### src/hdl/ooo_defines.svh
`ifndef OOO_DEFINES_SVH
`define OOO_DEFINES_SVH

// Rename tag width, eight tags in flight
`define OOO_TAG_WIDTH 3
// Architectural registers, r0 hardwired to zero
`define OOO_N_GPR 8
`define OOO_DATA_WIDTH 32
`define OOO_IMM_WIDTH 16

`endif
### src/hdl/ooo_pkg.sv
`include "ooo_defines.svh"

package ooo_pkg;

	// Operand from register read, or a CDB broadcast
	typedef struct packed {
		logic valid;
		logic [`OOO_TAG_WIDTH-1:0] tag;
		logic [`OOO_DATA_WIDTH-1:0] data;
	} cdb_t;

	typedef enum logic {
		ADD,
		SUB
	} add_or_sub_t;

	typedef struct packed {
		logic valid;
		logic [`OOO_TAG_WIDTH-1:0] tag;
		add_or_sub_t add_or_sub;
		logic sl2;
		cdb_t [1:0] opd; // [0] is A, [1] is B
	} rs_entry_t;

endpackage

### src/hdl/ooo_if.sv
`timescale 1ns/10ps
`include "ooo_defines.svh"

interface issue_if;
	import ooo_pkg::*;

	logic valid;
	logic ready;
	logic [2:0] op;
	logic [`OOO_IMM_WIDTH-1:0] imm;
	logic [`OOO_TAG_WIDTH-1:0] tag; // Destination tag
	cdb_t rs1;
	cdb_t rs2;

	modport source (
		output valid, op, imm, tag, rs1, rs2,
		input ready
	);

	modport sink (
		input valid, op, imm, tag, rs1, rs2,
		output ready
	);
endinterface

interface cdb_if;
	import ooo_pkg::*;

	cdb_t bus;

	modport source (
		output bus
	);

	modport sink (
		input bus
	);
endinterface

### src/hdl/ooo_add_core.sv
`timescale 1ns/10ps
`include "ooo_defines.svh"

module ooo_add_core (
	input logic clk,
	input logic reset,
	input logic in_valid,
	output logic in_ready,
	input logic [2:0] in_op,
	input logic [$clog2(`OOO_N_GPR)-1:0] in_rd,
	input logic [$clog2(`OOO_N_GPR)-1:0] in_rs1,
	input logic [$clog2(`OOO_N_GPR)-1:0] in_rs2,
	input logic [`OOO_IMM_WIDTH-1:0] in_imm,
	input logic cdb_grant,
	output logic cdb_valid,
	output logic [`OOO_TAG_WIDTH-1:0] cdb_tag,
	output logic [`OOO_DATA_WIDTH-1:0] cdb_data,
	input logic [$clog2(`OOO_N_GPR)-1:0] read_addr,
	output logic [`OOO_DATA_WIDTH-1:0] read_data,
	output logic read_busy
);
	logic req_valid;
	logic req_ready;
	logic [`OOO_TAG_WIDTH-1:0] rs_tag;
	logic [`OOO_DATA_WIDTH-1:0] rs_result;

	issue_if issue_bus ();
	cdb_if cdb_bus ();

	rename_unit rename_i (
		.clk(clk),
		.reset(reset),
		.in_valid(in_valid),
		.in_ready(in_ready),
		.in_op(in_op),
		.in_rd(in_rd),
		.in_rs1(in_rs1),
		.in_rs2(in_rs2),
		.in_imm(in_imm),
		.issue(issue_bus.source),
		.cdb(cdb_bus.sink),
		.read_addr(read_addr),
		.read_data(read_data),
		.read_busy(read_busy)
	);

	add_sub_rs rs_i (
		.clk(clk),
		.reset(reset),
		.issue(issue_bus.sink),
		.cdb(cdb_bus.sink),
		.req_valid(req_valid),
		.req_ready(req_ready),
		.tag(rs_tag),
		.result(rs_result)
	);

	cdb_stage cdb_i (
		.clk(clk),
		.reset(reset),
		.req_valid(req_valid),
		.req_ready(req_ready),
		.tag(rs_tag),
		.result(rs_result),
		.cdb_grant(cdb_grant),
		.cdb(cdb_bus.source)
	);

	assign cdb_valid = cdb_bus.bus.valid;
	assign cdb_tag = cdb_bus.bus.tag;
	assign cdb_data = cdb_bus.bus.data;
endmodule

### src/hdl/cdb_stage.sv
`timescale 1ns/10ps
`include "ooo_defines.svh"

module cdb_stage (
	input logic clk,
	input logic reset,
	input logic req_valid,
	output logic req_ready,
	input logic [`OOO_TAG_WIDTH-1:0] tag,
	input logic [`OOO_DATA_WIDTH-1:0] result,
	input logic cdb_grant,
	cdb_if.source cdb
);
	logic full;
	logic [`OOO_TAG_WIDTH-1:0] tag_q;
	logic load;

	assign req_ready = !full || cdb_grant; // Empty, or draining this cycle
	assign load = req_valid && req_ready;

	always_ff @(posedge clk) begin
		if (reset) begin
			full <= 1'b0;
		end else if (load) begin
			full <= 1'b1;
		end else if (cdb_grant) begin
			full <= 1'b0;
		end
	end

	always_ff @(posedge clk) begin
		if (load) begin
			tag_q <= tag;
		end
	end

	// Result register in the station lines up with tag_q
	assign cdb.bus.valid = full && cdb_grant;
	assign cdb.bus.tag = tag_q;
	assign cdb.bus.data = result;
endmodule

### src/hdl/add_sub_rs.sv
`timescale 1ns/10ps
`include "ooo_defines.svh"

module add_sub_rs (
	input logic clk,
	input logic reset,
	issue_if.sink issue,
	cdb_if.sink cdb,
	output logic req_valid,
	input logic req_ready,
	output logic [`OOO_TAG_WIDTH-1:0] tag,
	output logic [`OOO_DATA_WIDTH-1:0] result
);
	import ooo_pkg::*;

	localparam int N_ENTRY = 2;
	localparam int DW = `OOO_DATA_WIDTH;

	rs_entry_t e [N_ENTRY]; // Filled from index 0, oldest first
	rs_entry_t e_upd [N_ENTRY];
	rs_entry_t e_new;
	cdb_t opd_a;
	cdb_t opd_b;
	logic [N_ENTRY-1:0] entry_ready;
	logic disp_idx;
	logic dispatch;

	// Wake up a waiting operand from the broadcast
	function automatic cdb_t fill_opd(input cdb_t src, input cdb_t bus, input logic shift);
		cdb_t o;
		o = src;
		if (!src.valid && bus.valid && bus.tag == src.tag) begin
			o.valid = 1'b1;
			o.data = shift ? bus.data << 2 : bus.data;
		end
		return o;
	endfunction

	always_comb begin
		opd_a = issue.rs2;
		if (issue.op[0]) begin // Immediate form
			opd_a.valid = 1'b1;
			opd_a.tag = '0;
			opd_a.data = DW'($signed(issue.imm));
		end
		opd_b = issue.rs1;
		if (issue.op[2] && opd_b.valid) begin
			opd_b.data = opd_b.data << 2;
		end

		e_new.valid = issue.valid && issue.ready;
		e_new.tag = issue.tag;
		e_new.add_or_sub = issue.op[1] ? SUB : ADD;
		e_new.sl2 = issue.op[2];
		e_new.opd[0] = fill_opd(opd_a, cdb.bus, 1'b0);
		e_new.opd[1] = fill_opd(opd_b, cdb.bus, issue.op[2]);
	end

	always_comb begin
		for (int i = 0; i < N_ENTRY; i++) begin
			e_upd[i] = e[i];
			e_upd[i].opd[0] = fill_opd(e[i].opd[0], cdb.bus, 1'b0);
			e_upd[i].opd[1] = fill_opd(e[i].opd[1], cdb.bus, e[i].sl2);
			entry_ready[i] = e[i].valid && e[i].opd[0].valid && e[i].opd[1].valid;
		end
	end

	assign disp_idx = !entry_ready[0]; // Older entry first
	assign req_valid = |entry_ready;
	assign tag = e[disp_idx].tag;
	assign dispatch = req_valid && req_ready;
	assign issue.ready = dispatch || !e[N_ENTRY-1].valid;

	always_ff @(posedge clk) begin
		if (reset) begin
			for (int i = 0; i < N_ENTRY; i++) begin
				e[i] <= '0;
			end
		end else if (dispatch) begin
			if (!disp_idx) begin // Shift entry 1 down
				e[0] <= e[1].valid ? e_upd[1] : e_new;
			end else begin
				e[0] <= e_upd[0];
			end
			e[1] <= e[1].valid ? e_new : '0;
		end else begin
			e[0] <= e[0].valid ? e_upd[0] : e_new;
			e[1] <= e[1].valid ? e_upd[1] : (e[0].valid ? e_new : '0);
		end
	end

	// ALU, result follows dispatch by one cycle
	always_ff @(posedge clk) begin
		if (dispatch) begin
			if (e[disp_idx].add_or_sub == SUB) begin
				result <= e[disp_idx].opd[0].data - e[disp_idx].opd[1].data;
			end else begin
				result <= e[disp_idx].opd[0].data + e[disp_idx].opd[1].data;
			end
		end
	end
endmodule

### src/hdl/rename_unit.sv
`timescale 1ns/10ps
`include "ooo_defines.svh"

module rename_unit (
	input logic clk,
	input logic reset,
	input logic in_valid,
	output logic in_ready,
	input logic [2:0] in_op,
	input logic [$clog2(`OOO_N_GPR)-1:0] in_rd,
	input logic [$clog2(`OOO_N_GPR)-1:0] in_rs1,
	input logic [$clog2(`OOO_N_GPR)-1:0] in_rs2,
	input logic [`OOO_IMM_WIDTH-1:0] in_imm,
	issue_if.source issue,
	cdb_if.sink cdb,
	input logic [$clog2(`OOO_N_GPR)-1:0] read_addr,
	output logic [`OOO_DATA_WIDTH-1:0] read_data,
	output logic read_busy
);
	localparam int TW = `OOO_TAG_WIDTH;
	localparam int N_TAG = 1 << TW;
	localparam int N_GPR = `OOO_N_GPR;

	logic [N_TAG-1:0] free;
	logic [TW-1:0] alloc_tag;
	logic tag_avail;
	logic issue_fire;

	logic [N_GPR-1:0] reg_present;
	logic [TW-1:0] reg_tag [N_GPR];
	logic [`OOO_DATA_WIDTH-1:0] reg_data [N_GPR];

	// Lowest free tag wins
	always_comb begin
		alloc_tag = '0;
		for (int i = N_TAG - 1; i >= 0; i--) begin
			if (free[i]) begin
				alloc_tag = TW'(i);
			end
		end
	end

	assign tag_avail = |free;
	assign in_ready = issue.ready && tag_avail && !reset;
	assign issue_fire = in_valid && in_ready;

	assign issue.valid = issue_fire;
	assign issue.op = in_op;
	assign issue.imm = in_imm;
	assign issue.tag = alloc_tag;

	// Register read, value or pending producer tag
	always_comb begin
		issue.rs1.valid = reg_present[in_rs1];
		issue.rs1.tag = reg_tag[in_rs1];
		issue.rs1.data = reg_data[in_rs1];
		issue.rs2.valid = reg_present[in_rs2];
		issue.rs2.tag = reg_tag[in_rs2];
		issue.rs2.data = reg_data[in_rs2];
	end

	always_ff @(posedge clk) begin
		if (reset) begin
			free <= '1;
		end else begin
			if (cdb.bus.valid) begin
				free[cdb.bus.tag] <= 1'b1;
			end
			if (issue_fire) begin
				free[alloc_tag] <= 1'b0;
			end
		end
	end

	always_ff @(posedge clk) begin
		if (reset) begin
			reg_present <= '1;
			for (int i = 0; i < N_GPR; i++) begin
				reg_data[i] <= '0;
			end
		end else begin
			if (cdb.bus.valid) begin
				for (int i = 1; i < N_GPR; i++) begin
					if (!reg_present[i] && reg_tag[i] == cdb.bus.tag) begin // Stale tags ignored
						reg_present[i] <= 1'b1;
						reg_data[i] <= cdb.bus.data;
					end
				end
			end
			if (issue_fire && in_rd != '0) begin // Younger rename wins over write-back
				reg_present[in_rd] <= 1'b0;
			end
		end
	end

	always_ff @(posedge clk) begin
		if (issue_fire && in_rd != '0) begin
			reg_tag[in_rd] <= alloc_tag;
		end
	end

	assign read_data = reg_data[read_addr];
	assign read_busy = !reg_present[read_addr];
endmodule

### config.mk
export PLATFORM = sky130hd
export DESIGN_NAME = ooo_add_core
export DESIGN_NICKNAME = d
export VERILOG_FILES = /design/src/hdl/ooo_pkg.sv /design/src/hdl/ooo_if.sv /design/src/hdl/ooo_add_core.sv /design/src/hdl/cdb_stage.sv /design/src/hdl/add_sub_rs.sv /design/src/hdl/rename_unit.sv
export VERILOG_INCLUDE_DIRS = /design/src /design/src/hdl
export SDC_FILE = /design/constraint.sdc
export NUM_CORES = 1
export LEC_CHECK = 0
export BUFFER_PORTS_ARGS = -buffer_cell sky130_fd_sc_hd__clkbuf_2
export CORE_UTILIZATION = 40
export CTS_CLUSTER_DIAMETER = 40
export CTS_CLUSTER_SIZE = 24
export DETAILED_ROUTE_END_ITERATION = 8
export PLACE_DENSITY_LB_ADDON = 0.1
export RECOVER_POWER = 100
export SYNTH_ARGS = -nofsm -noshare
export SYNTH_HDL_FRONTEND = slang
export SYNTH_SLANG_ARGS = --single-unit
export TNS_END_PERCENT = 30
### constraint.sdc
create_clock -name clk -period 6.93 [get_ports clk]
set_input_delay 2.079 -clock clk [delete_from_list [all_inputs] [get_ports clk]]
set_output_delay 2.079 -clock clk [all_outputs]
set_load 0.01 [all_outputs]
==> flow_summary.ini <==
[grt]
grt_overflow = 0
grt_start_max_net_pins = 72
grt_pass1_wl_mm = 158
antenna_found_initial = 2
grt_usage = 0.269
grt_pass1_vias = 24600

[pwr]
total_power_mw = 9.65
power_density_nw_per_um2 = 272
p_leak_nw = 12.8
ir_worst_vdd_mv = 0.157

[sta]
rsz0062_at_grt = false
tightest_slew_ps = 2580
slew_headroom = -0.723
final_max_slew_viol_count = 286
min_period_ps = 6270
setup_slack_ps = 664
fmax_mhz = 160
final-hold-violation-count = 0
setup_violations = 0
holdWs_ps = 509
finClkSkew_ps = 32.6
setup_tns_ps = 0
post-route-period-util = 0.904

[layout]
drive_gt1_frac = 0.149
final_area_um2 = 35400
finalNonFillerCells = 4153
area_growth_pct = 15.8
diodes = 0
fin_util = 0.467
final_nets = 3171

[run_status]
violations = max-capacitance violations, max-slew violations
status = finished, violations left

[routing]
drc = 0
first_pass_iters = 6
wirelength_mm = 105
drt_iter0_drc = 2622
num_vias = 25100
ant_nets = 0
avgRoutedWirePerCell_um = 25.4
via_per_inst = 6.04

[floorplan]
dieArea_um2 = 77600
core_um2 = 75800
rows = 101
die-width_um = 279
ios = 105
start_util = 0.403
die_h_um = 279

[yosys]
synthDistinctLibCells = 73
netlist_instances = 2967
synthArstFlopShare = 0
synth.cell_area_um2 = 30600
postSynthAreaPerCell_um2 = 10.3
synth-seq-cells = 456
ys_seq_area_frac = 0.442
synth-edff-count = 439
ys_warn_count = 0
synthFlopType = edfxtp_1

[placed_design]
place_hpwl_mm = 68.4
placed_cell_area_um2 = 32500
portBuffers = 104
gp_congestion = 0.892
dp.cells = 3980
pre_cts_slack_ps = 968

[cts]
insertion_delay_ps = 640
clock_path_buffers = 3
cts-root-buf = clkbuf_16
cts_tree = yes
numClockSinks = 456
cts.clk_slew.worst_paths_ps = 50
cts_made_buffers = 93
post_cts_buffers = 0
postCtsHoldBufs = 0
cts_resized = 0
htree_levels = 3

[worst_setup_path]
critical_path_class = in -> out
arrival_ps = 4190
critPathBufInv = 3
crit_path_top_delay_cell = o21ai_0
critPathMaxStageDelay_ps = 540
worstPathMaxFanout = 31
crit_path_end_kind = primary output
crit_chain = clkbuf_2, nor2b_2, buf_4, a22oi_1, o21ai_0, clkbuf_1
required_ps = 4850
critPathTopFamily = buffers and inverters
worst_setup_path_start_kind = input port

[flow_run]
maxCapViolCount = 9

[worst_hold_path]
hp-class = reg -> reg
## tightest hold or removal path: stages, from the launching register on
cell	delay [ps]
edfxtp_1	320
nand2_1	40
nand2_1	40
## synthesized netlist by cell type, types with 63 or more instances
| cell type | count | area [um2] |
|---|---|---|
| nor3_1 | 63 | 315 |
| o22ai_1 | 64 | 400 |
| o21ai_0 | 175 | 876 |
| mux2i_1 | 198 | 1980 |
| mux4_2 | 114 | 2570 |
| a22oi_1 | 75 | 563 |
| edfxtp_1 | 439 | 13200 |
| nor2_1 | 317 | 1190 |
| clkbuf_1 | 221 | 830 |
| inv_1 | 82 | 308 |
| nand2_1 | 266 | 998 |
| a21oi_1 | 175 | 876 |
| mux2_2 | 100 | 1130 |
## final timing paths
check                          to          start  cells past startpoint  slack, ps
setup / recovery    read_data[18]   read_addr[0]                      6        660
hold / removal     cdb_i.tag_q[0]  rs_i.e[0][74]                      2        510
setup reg to reg  rs_i.result[29]  rs_i.e[0][77]                     16       1110
hold reg to reg    cdb_i.tag_q[0]  rs_i.e[0][74]                      2        510
## registers in the layout, summed over array words and instances, names as in the netlist
register              count
rename_i.reg_data       224
rs_i.e                  156
rs_i.result              32
rename_i.reg_tag         24
rename_i.free             8
rename_i.reg_present      8
cdb_i.tag_q               3
cdb_i.full                1
## placed cells by master, fill, tap and decap left out, types with 57 or more instances in the layout
master     Yosys  final
o21ai_0      175    198
nor2_1       317    314
o22ai_1       64     64
edfxtp_1     439    439
a21oi_1      175    173
clkbuf_16      0     95
mux2i_1      198    198
a22oi_1       75     75
clkbuf_1     221     96
mux2_2       100    100
inv_1         82     83
conb_1         2    136
nand2_1      266    266
nor3_1        63     62
xnor2_1       57     57
mux4_2       114    114
## power breakdown
part | leakage (nW) | switching, mW | internal (mW)
Combinational | 6.66 | 1.02 | 0.629
Clock | 1.53 | 1.55 | 3.00
Sequential | 4.61 | 0.191 | 3.26
## final cells by class
class                      instances  area [um2]
fill                            7167       40400
multi-input combinational       2292       16300
timing repair buffer             169         921
clock inverter                    63         701
sequential                       456       13500
tap                              978        1220
inverter                          85         319
clock buffer                     110        2440
## metal layers
metal  share of wire  vias to the layer above  GRT usage
li1                -                    11300          -
met1            0.44                    12400      0.382
met2            0.45                     1134      0.420
met3           0.080                      198     0.0442
met4           0.026                        2     0.0868
met5        0.000076                        -          0
## kinds of logic (layout without fill, tap and decap cells)
family,Yosys count,after routing,synth area share
buffers and inverters,353,427,0.0448
other,2,136,0.000246
muxes,414,414,0.186
xor gates and xnor gates,96,96,0.0275
AOI/OAI and AO/OA,774,774,0.161
adders and majority gates,39,39,0.0162
DFF,456,456,0.442
and+or+nand+nor,833,833,0.121
Power figures use the tool's default switching activity.
